[src/verilog/matrix_pkg.sv]
/*
  Matrix dimension type and sequencer FSM states
  Depth of the tag FIFO in the combiner
*/

package matrix_pkg;

  //////////////////////
  // Dimensions
  //////////////////////

  // Row/column index and size, valid sizes 1..255
  localparam int DIM_W = 8;

  typedef logic [DIM_W-1:0] dim_t;

  //////////////////////
  // Control
  //////////////////////

  // Sequencer FSM
  typedef enum logic [1:0] {
    SEQ_IDLE,
    SEQ_RUN,
    SEQ_DRAIN
  } seq_state_e;

  // Enough for three items in flight plus one
  localparam int TAG_DEPTH = 4;

endpackage

[src/verilog/logistic_pkg.sv]
/*
  Fixed-point format for the logistic datapath
  PLAN breakpoints, segment offsets and the segment enum
*/

package logistic_pkg;

  //////////////////////
  // Data format
  //////////////////////

  // Q3.12 signed word
  localparam int FIX_W     = 16;
  localparam int FRAC_BITS = 12;

  typedef logic signed [FIX_W-1:0] fix_t;

  // 1.0 in Q3.12
  localparam fix_t ONE_FIX = fix_t'(1 << FRAC_BITS);

  //////////////////////
  // PLAN constants
  //////////////////////

  // Breakpoints 1.0, 2.375 and 5.0
  localparam fix_t BRK_1 = ONE_FIX;
  localparam fix_t BRK_2 = 16'sd9728;
  localparam fix_t BRK_3 = 16'sd20480;

  // Offsets 0.5, 0.625 and 0.84375
  localparam fix_t OFS_0 = 16'sd2048;
  localparam fix_t OFS_1 = 16'sd2560;
  localparam fix_t OFS_2 = 16'sd3456;

  // Segment picked in stage 1, used as stage-2 opcode
  typedef enum logic [1:0] {
    SEG_QUARTER,
    SEG_EIGHTH,
    SEG_THIRTYSECOND,
    SEG_SAT
  } seg_e;

endpackage
[src/verilog/tag_if.sv]
/*
  Element tag stream, sequencer to combiner
*/

interface tag_if;
  import matrix_pkg::*;

  // Handshake
  logic valid;
  logic ready;

  // Tag payload
  dim_t row;
  dim_t col;
  logic row_last;
  logic mat_last;

  modport src (output valid, output row, output col, output row_last,
               output mat_last, input ready);

  modport dst (input valid, input row, input col, input row_last,
               input mat_last, output ready);

endinterface

[src/verilog/matrix_logistic_top.sv]
/*
  Matrix logistic-function unit, top level
*/

module matrix_logistic_top (
  input  logic               CLK,
  input  logic               RST,
  input  logic               start,
  input  matrix_pkg::dim_t   size_i,
  input  matrix_pkg::dim_t   size_j,
  output logic               busy,
  input  logic               in_valid,
  output logic               in_ready,
  input  logistic_pkg::fix_t in_data,
  output logic               out_valid,
  input  logic               out_ready,
  output logistic_pkg::fix_t out_data,
  output matrix_pkg::dim_t   out_row,
  output matrix_pkg::dim_t   out_col,
  output logic               out_row_last,
  output logic               out_last,
  output logic               done
);
  import logistic_pkg::*;

  // Sequencer to pipeline
  logic elem_valid;
  logic elem_ready;
  fix_t elem_data;

  // Pipeline to combiner
  logic res_valid;
  logic res_ready;
  fix_t res_data;

  // Element tags
  tag_if tag_bus ();

  matrix_sequencer i_sequencer (
    .CLK        (CLK),
    .RST        (RST),
    .start      (start),
    .size_i     (size_i),
    .size_j     (size_j),
    .in_valid   (in_valid),
    .in_ready   (in_ready),
    .in_data    (in_data),
    .elem_valid (elem_valid),
    .elem_ready (elem_ready),
    .elem_data  (elem_data),
    .tag        (tag_bus.src),
    // Done doubles as the end-of-matrix notice
    .done_seen  (done),
    .busy       (busy)
  );

  plan_logistic i_logistic (
    .CLK        (CLK),
    .RST        (RST),
    .elem_valid (elem_valid),
    .elem_ready (elem_ready),
    .elem_data  (elem_data),
    .res_valid  (res_valid),
    .res_ready  (res_ready),
    .res_data   (res_data)
  );

  result_combiner i_combiner (
    .CLK          (CLK),
    .RST          (RST),
    .tag          (tag_bus.dst),
    .res_valid    (res_valid),
    .res_ready    (res_ready),
    .res_data     (res_data),
    .out_valid    (out_valid),
    .out_ready    (out_ready),
    .out_data     (out_data),
    .out_row      (out_row),
    .out_col      (out_col),
    .out_row_last (out_row_last),
    .out_last     (out_last),
    .done         (done)
  );

endmodule

[src/verilog/result_combiner.sv]
/*
  Tag FIFO and pairing of tags with sigmoid results
  Output register and done pulse
*/

module result_combiner (
  input  logic               CLK,
  input  logic               RST,
  tag_if.dst                 tag,
  input  logic               res_valid,
  output logic               res_ready,
  input  logistic_pkg::fix_t res_data,
  output logic               out_valid,
  input  logic               out_ready,
  output logistic_pkg::fix_t out_data,
  output matrix_pkg::dim_t   out_row,
  output matrix_pkg::dim_t   out_col,
  output logic               out_row_last,
  output logic               out_last,
  output logic               done
);
  import matrix_pkg::*;

  localparam int PTR_W = $clog2(TAG_DEPTH);

  // Tag storage
  dim_t             fifo_row [TAG_DEPTH];
  dim_t             fifo_col [TAG_DEPTH];
  logic [TAG_DEPTH-1:0] fifo_row_last;
  logic [TAG_DEPTH-1:0] fifo_mat_last;

  logic [PTR_W-1:0] wr_ptr;
  logic [PTR_W-1:0] rd_ptr;
  logic [PTR_W:0]   count;

  logic push;
  logic pop;
  logic out_free;

  ////////////////////
  // Tag FIFO
  ////////////////////

  assign tag.ready = (count != (PTR_W+1)'(TAG_DEPTH));
  assign push      = tag.valid && tag.ready;

  always_ff @(posedge CLK) begin
    if (push) begin
      fifo_row[wr_ptr]      <= tag.row;
      fifo_col[wr_ptr]      <= tag.col;
      fifo_row_last[wr_ptr] <= tag.row_last;
      fifo_mat_last[wr_ptr] <= tag.mat_last;
    end
  end

  always_ff @(posedge CLK or posedge RST) begin
    if (RST) begin
      wr_ptr <= '0;
      rd_ptr <= '0;
      count  <= '0;
    end else begin
      if (push) wr_ptr <= wr_ptr + 1'b1;
      if (pop)  rd_ptr <= rd_ptr + 1'b1;
      // Push and pop together leave count as is
      case ({push, pop})
        2'b10:   count <= count + 1'b1;
        2'b01:   count <= count - 1'b1;
        default: count <= count;
      endcase
    end
  end

  ////////////////////
  // Pairing and output
  ////////////////////

  // Output register empty or handing over this cycle
  assign out_free  = !out_valid || out_ready;
  // Tag enters the FIFO on the edge its element enters the pipeline
  assign res_ready = out_free;
  assign pop       = res_valid && res_ready;

  always_ff @(posedge CLK or posedge RST) begin
    if (RST) begin
      out_valid <= 1'b0;
      done      <= 1'b0;
    end else begin
      if (out_free) begin
        out_valid <= pop;
      end
      // One cycle after the last result leaves
      done <= out_valid && out_ready && out_last;
    end
  end

  always_ff @(posedge CLK) begin
    if (pop) begin
      out_data     <= res_data;
      out_row      <= fifo_row[rd_ptr];
      out_col      <= fifo_col[rd_ptr];
      out_row_last <= fifo_row_last[rd_ptr];
      out_last     <= fifo_mat_last[rd_ptr];
    end
  end

endmodule

[src/verilog/plan_logistic.sv]
/*
  Two-stage PLAN sigmoid pipeline, Q3.12 in and out
  Stage 1 picks |x| and segment, stage 2 shifts, adds and mirrors
*/

module plan_logistic (
  input  logic               CLK,
  input  logic               RST,
  input  logic               elem_valid,
  output logic               elem_ready,
  input  logistic_pkg::fix_t elem_data,
  output logic               res_valid,
  input  logic               res_ready,
  output logistic_pkg::fix_t res_data
);
  import logistic_pkg::*;

  // Stage 1 registers
  logic s1_valid;
  fix_t s1_abs;
  logic s1_neg;
  seg_e s1_seg;

  // Stage 2 registers
  logic s2_valid;
  fix_t s2_data;

  // Combinational stage inputs
  fix_t abs_x;
  seg_e seg_x;
  fix_t y_pos;
  fix_t y_out;

  logic s2_adv;

  ////////////////////
  // Stall control
  ////////////////////

  // A stage moves when the next one is empty or draining
  assign s2_adv     = !s2_valid || res_ready;
  assign elem_ready = !s1_valid || s2_adv;

  ////////////////////
  // Stage 1
  ////////////////////

  always_comb begin
    // |-32768| saturates to 32767
    if (elem_data[FIX_W-1] && (elem_data[FIX_W-2:0] == '0)) begin
      abs_x = {1'b0, {(FIX_W-1){1'b1}}};
    end else if (elem_data[FIX_W-1]) begin
      abs_x = -elem_data;
    end else begin
      abs_x = elem_data;
    end

    // Breakpoint compare on |x|
    if (abs_x < BRK_1) begin
      seg_x = SEG_QUARTER;
    end else if (abs_x < BRK_2) begin
      seg_x = SEG_EIGHTH;
    end else if (abs_x < BRK_3) begin
      seg_x = SEG_THIRTYSECOND;
    end else begin
      seg_x = SEG_SAT;
    end
  end

  ////////////////////
  // Stage 2
  ////////////////////

  always_comb begin
    // |x| is never negative, so >> acts as a plain truncating shift
    case (s1_seg)
      SEG_QUARTER:      y_pos = (s1_abs >> 2) + OFS_0;
      SEG_EIGHTH:       y_pos = (s1_abs >> 3) + OFS_1;
      SEG_THIRTYSECOND: y_pos = (s1_abs >> 5) + OFS_2;
      default:          y_pos = ONE_FIX;
    endcase
    // sigmoid(-x) = 1 - sigmoid(x)
    y_out = s1_neg ? (ONE_FIX - y_pos) : y_pos;
  end

  always_ff @(posedge CLK or posedge RST) begin
    if (RST) begin
      s1_valid <= 1'b0;
      s2_valid <= 1'b0;
    end else begin
      if (elem_ready) begin
        s1_valid <= elem_valid;
      end
      if (s2_adv) begin
        s2_valid <= s1_valid;
      end
    end
  end

  // Payload
  always_ff @(posedge CLK) begin
    if (elem_valid && elem_ready) begin
      s1_abs <= abs_x;
      s1_neg <= elem_data[FIX_W-1];
      s1_seg <= seg_x;
    end
    if (s1_valid && s2_adv) begin
      s2_data <= y_out;
    end
  end

  assign res_valid = s2_valid;
  assign res_data  = s2_data;

endmodule

[src/verilog/matrix_sequencer.sv]
/*
  Start/size control FSM for one matrix
  Element acceptance, row-major i/j counting and tag generation
*/

module matrix_sequencer (
  input  logic               CLK,
  input  logic               RST,
  input  logic               start,
  input  matrix_pkg::dim_t   size_i,
  input  matrix_pkg::dim_t   size_j,
  input  logic               in_valid,
  output logic               in_ready,
  input  logistic_pkg::fix_t in_data,
  output logic               elem_valid,
  input  logic               elem_ready,
  output logistic_pkg::fix_t elem_data,
  tag_if.src                 tag,
  input  logic               done_seen,
  output logic               busy
);
  import matrix_pkg::*;

  seq_state_e state;

  // Latched sizes and current position
  dim_t size_i_q;
  dim_t size_j_q;
  dim_t row_q;
  dim_t col_q;

  logic run;
  logic accept;
  logic row_last;
  logic mat_last;

  ////////////////////
  // Element path
  ////////////////////

  assign run = (state == SEQ_RUN);

  // Pipeline and tag FIFO must both take the element
  assign in_ready = run && elem_ready && tag.ready;
  assign accept   = in_valid && in_ready;

  // Each side qualified by the other side's ready
  assign elem_valid = in_valid && run && tag.ready;
  assign elem_data  = in_data;

  assign row_last = (col_q == dim_t'(size_j_q - 1'b1));
  assign mat_last = row_last && (row_q == dim_t'(size_i_q - 1'b1));

  // Tag of the element now on the input
  assign tag.valid    = in_valid && run && elem_ready;
  assign tag.row      = row_q;
  assign tag.col      = col_q;
  assign tag.row_last = row_last;
  assign tag.mat_last = mat_last;

  // Drops together with the done pulse
  assign busy = (state != SEQ_IDLE) && !done_seen;

  ////////////////////
  // Control FSM
  ////////////////////

  always_ff @(posedge CLK or posedge RST) begin
    if (RST) begin
      state    <= SEQ_IDLE;
      size_i_q <= '0;
      size_j_q <= '0;
      row_q    <= '0;
      col_q    <= '0;
    end else begin
      case (state)
        SEQ_IDLE: begin
          // Zero sizes never start a matrix
          if (start && (size_i != '0) && (size_j != '0)) begin
            size_i_q <= size_i;
            size_j_q <= size_j;
            row_q    <= '0;
            col_q    <= '0;
            state    <= SEQ_RUN;
          end
        end
        SEQ_RUN: begin
          if (accept) begin
            if (row_last) begin
              col_q <= '0;
              row_q <= row_q + 1'b1;
            end else begin
              col_q <= col_q + 1'b1;
            end
            // Last element taken, wait for the results
            if (mat_last) begin
              state <= SEQ_DRAIN;
            end
          end
        end
        SEQ_DRAIN: begin
          if (done_seen) begin
            state <= SEQ_IDLE;
          end
        end
        default: state <= SEQ_IDLE;
      endcase
    end
  end

endmodule

[config.mk]
export PLATFORM = sky130hd
export DESIGN_NAME = matrix_logistic_top
export DESIGN_NICKNAME = d
export VERILOG_FILES = /design/src/verilog/matrix_pkg.sv /design/src/verilog/logistic_pkg.sv /design/src/verilog/tag_if.sv /design/src/verilog/matrix_logistic_top.sv /design/src/verilog/result_combiner.sv /design/src/verilog/plan_logistic.sv /design/src/verilog/matrix_sequencer.sv
export SDC_FILE = /design/constraint.sdc
export NUM_CORES = 1
export LEC_CHECK = 0
export BUFFER_PORTS_ARGS = -buffer_cell sky130_fd_sc_hd__buf_4
export CELL_PAD_IN_SITES_DETAIL_PLACEMENT = 1
export CELL_PAD_IN_SITES_GLOBAL_PLACEMENT = 2
export CORE_AREA = 2 2 148 150
export DETAILED_ROUTE_END_ITERATION = 10
export DIE_AREA = 0 0 150 152
export PLACE_DENSITY_LB_ADDON = 0.1
export SLEW_MARGIN = 25
export SYNTH_ARGS = -nofsm -noshare
export SYNTH_HDL_FRONTEND = slang
export SYNTH_HIERARCHICAL = 1
export SYNTH_SLANG_ARGS = --single-unit
[constraint.sdc]
create_clock -name CLK -period 3.2 [get_ports CLK]
set_input_delay 0.48 -clock CLK [delete_from_list [all_inputs] [get_ports CLK]]
set_output_delay 0.48 -clock CLK [all_outputs]
set_load 0.01 [all_outputs]
Word-level counts from Yosys, hierarchy flattened
Memories as Yosys holds them, arrays and structs flattened. A register that Yosys moved wholly into a read port is not among the register bits.
Index checks and enable logic that the tools add are counted.
{ "word_totals": {"n_memories": 2, "in_bits": 37, "ff_bits": 106, "wordCells": 124, "ram_bits": 64, "out_inout_bits": 38} }
{ "mem_list": {"columns": ["memory", "words", "width", "read_ports", "rd_ports_with_merged_regs", "wr", "line_no", "source"], "rows": [
  ["i_combiner.fifo_col", 4, 8, 1, 1, 1, "result_combiner.sv:28", "dim_t fifo_col [TAG_DEPTH];"],
  ["i_combiner.fifo_row", 4, 8, 1, 1, 1, "result_combiner.sv:27", "dim_t fifo_row [TAG_DEPTH];"]
]} }
{ "op_classes": {"order_cmp": 6, "mux": 29, "n_eq_ne": 14, "add_sub_neg": 13, "n_reduce_logical": 38} }
{ "ops": {"columns": ["op", "count"], "rows": [
  ["16-bit 2-to-1 mux", 3],
  ["16-bit case mux with 3 select lines", 1],
  ["8-bit 2-to-1 mux", 5],
  ["8-bit case mux with 2 select lines", 2],
  ["1-bit logical AND", 18],
  ["8-bit by 1-bit adder with 8-bit output, second input constant", 2],
  ["8-bit == test", 2],
  ["16-bit by 14-bit less-than comparator with 1-bit output, second input constant", 1],
  ["16-bit by 15-bit less-than comparator with 1-bit output, second input constant", 1],
  ["16-bit less-than comparator, second input constant", 1],
  ["16-bit negator", 1],
  ["8-bit nonzero test", 2],
  ["14-bit by 16-bit subtractor with 16-bit output, first input constant", 1],
  ["8-bit by 1-bit subtractor with 8-bit output, second input constant", 2],
  ["14-bit by 12-bit adder with 15-bit output, second input constant", 1],
  ["15-bit logical NOT", 1],
  ["13-bit by 12-bit adder with 14-bit output, second input constant", 1],
  ["11-bit by 12-bit adder with 13-bit output, second input constant", 1],
  ["4-bit bitwise mux", 2],
  ["2-bit 2-to-1 mux", 4],
  ["2-bit by 1-bit != test with 1-bit output, second input constant", 4],
  ["4-bit AND reduction", 2],
  ["1-bit 2-to-1 mux", 7],
  ["2-bit by 1-bit == test with 1-bit output, second input constant", 3],
  ["19 further kinds", 32]
]} }

Depth between registers and ports, before layout
{ "depth": {"word_depth": 9, "mapped_depth": 11, "ltp_nobuf": 11} }

Cells and area by module
Netlist, hierarchy kept.
{ "modules_own_cells": {"columns": ["module", "area_per_inst_um2", "seq_area_each_um2", "instances", "cells_each"], "rows": [
  ["result_combiner", 4121.5, 3408.3, 1, 172],
  ["matrix_sequencer", 2318.5, 850.8, 1, 252],
  ["plan_logistic", 2304.7, 1041.0, 1, 226]
]} }

Worst setup path after synthesis
No wires, ideal clock.
{ "synth_path": {"path_type": "input-to-reg", "startpoint": "in out_ready", "endpoint": "reg i_combiner.count[2]", "stages": 8, "required_ns": 3.121, "setup_ns": 0.079, "n_path_buf": 0, "setup_slack_ns": 0.428, "arrival_time_ns": 2.693, "path_cell_list": "nand2b_1 and2_1 ha_1 inv_1 fa_1 xor2_1 nor2_1 xor2_1"} }
{ "synth_between": {"word_cells_on_any_way": 10, "cone_classes": "eq/ne (2); mux (1); reduce/logical (7)"} }
{ "synth_lines": {"columns": ["element", "line_no", "source"], "rows": [
  ["start: declaration", "matrix_logistic_top.sv:16", "input logic out_ready,"],
  ["1-bit logical OR (*)", "result_combiner.sv:78", "assign out_free = !out_valid || out_ready;"],
  ["1-bit logical AND (*)", "result_combiner.sv:81", "assign pop = res_valid && res_ready;"],
  ["net i_combiner.pop", "result_combiner.sv:37", "logic pop;"],
  ["2-bit by 1-bit == test with 1-bit output / 2-bit == test (equally long branches)", "result_combiner.sv:65", "case ({push, pop})"],
  ["3-bit case mux with 2 select lines / 2-bit nonzero test (equally long branches)", null, null],
  ["end signal: assignment", "result_combiner.sv:66", "2'b10: count <= count + 1'b1;"],
  ["end signal: assignment", "result_combiner.sv:67", "2'b01: count <= count - 1'b1;"],
  ["end signal: assignment", "result_combiner.sv:68", "default: count <= count;"],
  ["end: declaration", "result_combiner.sv:34", "logic [PTR_W:0] count;"]
]} }
Mark *: on every way through the listed nets, which the timed path passes. The rest lies on a longest branch.
A chain may end at the register's enable or synchronous reset.

Final worst setup path
{ "layout_path": {"startpoint": "reg i_sequencer.size_i_q[0]", "endpoint": "reg i_sequencer.state[0]"} }
{ "layout_between": {"elab_chain_cells": 5} }
{ "layout_rtl": {"columns": ["element", "line_no", "source"], "rows": [
  ["start: declaration", "matrix_sequencer.sv:27", "dim_t size_i_q;"],
  ["start signal: assignment", "matrix_sequencer.sv:80", "size_i_q <= size_i;"],
  ["8-bit by 1-bit subtractor with 8-bit output", "matrix_sequencer.sv:52", "assign mat_last = row_last && (row_q == dim_t'(size_i_q - 1'b1));"],
  ["8-bit == test", "matrix_sequencer.sv:52", null],
  ["1-bit logical AND", "matrix_sequencer.sv:52", null],
  ["2-bit by 1-bit != test with 1-bit output (no source line)", null, null],
  ["4-bit AND reduction (no source line)", null, null],
  ["end signal: assignment", "matrix_sequencer.sv:70", "state <= SEQ_IDLE;"],
  ["end signal: assignment", "matrix_sequencer.sv:84", "state <= SEQ_RUN;"],
  ["end signal: assignment", "matrix_sequencer.sv:97", "state <= SEQ_DRAIN;"],
  ["end: declaration", "matrix_sequencer.sv:24", "seq_state_e state;"]
]} }
No other way between the ends.

==> summary.md <==
| Metric | Value |
|---|---|
| Congestion Overflow GR | `0` |
| Standard cell with the maximum stage delay on the critical path | `sky130_fd_sc_hd__dfrtp_1` |
| Detailed Route Iter0 Violations | `213` |
| Count of cells resized by post-cts repair | `0` |
| Final core utilization | `0.472` |
| Post-detailed-routing wire length | `18.1 mm` |
| Post-route ant nets | `0` |
| CTS buffer count | `17` |
| Starting density of the core | `0.410` |
| Setup repair after global routing missed its margin | `no` |
| Mapped cell area | `0.00874 sq mm` |
| Count of inserted antenna diode cells | `0` |
| H-tree levels | `4` |
| HPWL Detailed | `13.1 mm` |
| Clock Sinks | `184` |
| Synth Flop Type | `sky130_fd_sc_hd__edfxtp_1` |
| Result of the run | `finished clean` |
| Avg Synthesized Cell Area | `13.5 sq um` |
| PnR Total Power | `0.00781 W` |
| Total number of vias | `5,311` |
| Number of failing hold endpoints at the final stage | `0` |
| Type of the most critical hold path | `input port to register` |
| Adder-cell share of the synthesized area | `0.0252` |
| Master cell of the clock root buffer | `sky130_fd_sc_hd__clkbuf_16` |
| Hold Path Origin | `size_j[7]` |
| Min cycle time layout | `2.72 ns` |
| Required time of the critical path | `3.49 ns` |
| Post-synth ARST share | `0.245` |
| Main combinational cell family by area after synthesis | `simple AND/OR/NAND/NOR gates` |
| Timing startpoint of the critical path | `i_sequencer/size_i_q[0]$_DFFE_PP0P_` |
| Post-synth top cells | `sky130_fd_sc_hd__edfxtp_1 (139), sky130_fd_sc_hd__dfrtp_1 (45), sky130_fd_sc_hd__inv_1 (36)` |
| Stage delay of the slowest cell on the critical path | `0.44 ns` |
| Post-DR wirelength/cell | `18.1 microns` |
| Count of distinct cell types in the synthesized netlist | `74` |
| Final Cycle Share | `0.851` |
| Reg2reg path depth | `8` |
| Total of max-cap violations | `0` |
| RR Startpoint | `i_sequencer/size_i_q[0]$_DFFE_PP0P_` |
| TritonCTS clock tree | `done` |
| Max Clock Skew | `0.0161 ns` |
| Slew of the pin with the lowest slew margin | `0.954 ns` |
| Critical Path Fanout Max | `6` |
| IO Pins | `75` |
| Power density normalized to cell area | `775 mW/mm^2` |
| Full die area | `0.0228 sq mm` |
| Classification of the worst setup path | `register to register` |
| Compound-gate portion of the synthesized area | `0.0747` |
| Site Rows | `54` |
| Post-Synthesis Net Count | `704` |
| Largest net degree at the start of global routing | `36` |
| VDD IR max | `0.000350 V` |
| Count of TritonRoute iterations in the first routing pass | `4` |
| Leading cell type by number of instances after synthesis | `sky130_fd_sc_hd__edfxtp_1` |
| Arr. time, crit path | `3.02 ns` |
| Clock slew at reported path FFs | `0.08 ns` |
| Yosys warnings | `6` |
| Library cell with the largest summed area after synthesis | `sky130_fd_sc_hd__edfxtp_1` |
| Xor and xnor fraction of the mapped netlist area | `0.0489` |
| Antenna violations before repair | `0` |
| Fmax | `0.367 GHz` |
| Post-CTS setup buffer count | `0` |
| Relative area change from synthesis to final layout | `15.2%` |
| Number of setup violations in the final report | `0` |
| Total global-route track usage | `0.166` |
| Fill cell total of the finished layout | `2,213` |
| Post-layout net count | `765` |
| Mux share of post-synthesis cell area | `0.0900` |
| Kind of capture point of the worst setup path | `register` |
| Number of synthesized flops with an enable pin | `139` |
| Via count of the first global-routing pass | `5,546` |
| Synth Area in Simple Gates | `0.109` |
| Leakage dissipation | `3.87 nW` |
| Via/cell ratio | `5.29` |
| Max_slew headroom | `0.364` |
| Synth Instances | `650` |
| Share of the synthesized area in the top cell type | `0.477` |
| Largest buffer count on any clock path | `2` |
| Worst reg2reg endpoint | `i_sequencer/state[0]$_DFFE_PP0P_` |
| Area contributors post-synth | `sky130_fd_sc_hd__edfxtp_1 (48%), sky130_fd_sc_hd__dfrtp_1 (13%), sky130_fd_sc_hd__mux4_2 (4.6%)` |
| Startpoint type of the worst setup path | `register` |
| Accumulated negative setup slack | `0 ns` |
| Hold buffer count at cts | `1` |
| Die height | `152 microns` |
| Core area | `0.0214 sq mm` |
| GPL Wtd Cong | `0.798` |
| First-pass GRT wire length | `29.2 mm` |
| Hold path endpoint | `i_sequencer/size_j_q[7]$_DFFE_PP0P_` |
| Tightest hold margin | `0.283 ns` |
| #FFs+latches synth | `184` |
| Die Span X | `150 microns` |
| Critical path, cell by cell | `inv_1 > ha_1 > or3b_4 > or4_4 > a2111o_1 > a311oi_2 > and3_1 > o31ai_1` |
| Hold path depth | `2` |
| Final-report max-slew violation count | `0` |
| Fraction of final layout cells sized beyond drive strength 1 | `0.233` |
| Part of the Yosys area used for sequential elements | `0.606` |
| Worst-skew pair later-pin latency | `0.43 ns` |
| Reg2Reg Setup Slack | `0.48 ns` |
| Number of buffer cells added on primary ports | `74` |
| Number of DRC violations after detailed routing | `0` |
==> area by class of cell <==
type / instances / area [sq um] / area share
flip-flops and latches: 184 / 5300 / 0.526
repair buffers: 84 / 633 / 0.0628
clock buffers: 17 / 425 / 0.0422
multi-input cells: 386 / 3050 / 0.303
inverters: 38 / 143 / 0.0142
clock inverters: 15 / 176 / 0.0175
well taps: 280 / 350 / 0.0348
==> cell usage in the layout, fill, tap and decap left out, types with 9 or more instances in the layout <==
| cell type | synthesis | routed |
|---|---|---|
| sky130_fd_sc_hd__edfxtp_1 | 139 | 139 |
| sky130_fd_sc_hd__buf_4 | 18 | 83 |
| sky130_fd_sc_hd__dfrtp_1 | 45 | 45 |
| sky130_fd_sc_hd__inv_1 | 36 | 36 |
| sky130_fd_sc_hd__nand2_1 | 35 | 35 |
| sky130_fd_sc_hd__xor2_1 | 27 | 27 |
| sky130_fd_sc_hd__nor2_1 | 21 | 21 |
| sky130_fd_sc_hd__xnor2_1 | 20 | 20 |
| sky130_fd_sc_hd__nand2b_1 | 19 | 19 |
| sky130_fd_sc_hd__mux2i_1 | 19 | 19 |
| sky130_fd_sc_hd__mux4_2 | 18 | 18 |
| sky130_fd_sc_hd__clkbuf_16 | 0 | 17 |
| sky130_fd_sc_hd__mux2_2 | 17 | 17 |
| sky130_fd_sc_hd__ha_1 | 16 | 16 |
| sky130_fd_sc_hd__o21ai_0 | 15 | 15 |
| sky130_fd_sc_hd__a21oi_1 | 15 | 15 |
| sky130_fd_sc_hd__nor3_1 | 12 | 12 |
| sky130_fd_sc_hd__nand3_1 | 11 | 11 |
| sky130_fd_sc_hd__and3_1 | 10 | 10 |
| sky130_fd_sc_hd__nand4_1 | 10 | 10 |
| sky130_fd_sc_hd__o21ai_1 | 10 | 10 |
| sky130_fd_sc_hd__nand3b_1 | 9 | 9 |
==> cell families (layout without fill, tap and decap cells) <==
kind of cell             count (synthesis)  count (layout)
multiplexers                            54              54
buffers and inverters                   80             154
flip-flops                             184             184
AO/OA/AOI/OAI                           96              96
AND/OR/NAND/NOR                        170             170
XOR/XNOR                                48              48
other                                    1               1
adder cells (fa/ha/maj)                 17              17
==> worst max-delay path, delay by kind of cell, from the launching register on <==
family | cells | cell delay (ns)
AND/OR/NAND/NOR | 3 | 1.07
AO/OA/AOI/OAI | 3 | 0.81
flip-flops | 1 | 0.44
adder cells (fa/ha/maj) | 1 | 0.18
buffers and inverters | 1 | 0.08
==> how the worst max path moves through the flow <==
stage	end
2_1_floorplan	i_combiner/count[2]$_DFFE_PP0P_
3_3_place_gp	i_sequencer/state[0]$_DFFE_PP0P_
3_5_place_dp	i_sequencer/state[0]$_DFFE_PP0P_
4_1_cts	i_sequencer/state[0]$_DFFE_PP0P_
5_1_grt	i_sequencer/tag.col[6]$_DFFE_PP0P_
6_report	i_sequencer/state[0]$_DFFE_PP0P_
==> metrics by stage <==
step	setup slack, ns	cell area (sq um)	instances
after floorplan	0.428	8740	650
after global placement	0.584	9470	971
after detailed placement	0.489	9470	971
after CTS	0.476	10100	1004
after global routing	0.210	10100	1004
final	0.476	10100	1004
==> power breakdown <==
group          total, W  switching, W  internal (W)  leakage (nW)
registers       0.00379      0.000407       0.00338          1.84
logic           0.00196       0.00105      0.000914          1.75
clock network   0.00206       0.00101       0.00105         0.286
==> metal layers <==
metal  global-route usage  routed length [microns]  vias up
met5                    0                        0        -
met4               0.0427                      177        0
met3               0.0324                      735       14
met2                0.266                     8590       95
met1                0.232                     8640     2673
li1                     -                        -     2529
==> state kept, by name (all words and copies together) (netlist names), 4 cells and up <==
name	flops
i_combiner/fifo_mat_last	4
i_sequencer/tag.col	8
i_combiner/fifo_row	32
i_combiner/fifo_row_last	4
i_combiner/out_col	8
i_combiner/fifo_col	32
i_sequencer/size_j_q	8
i_combiner/out_data	16
i_sequencer/size_i_q	8
i_sequencer/tag.row	8
i_combiner/out_row	8
i_logistic/s1_abs	14
i_logistic/res_data	16
(Power assumes the default switching activity.)
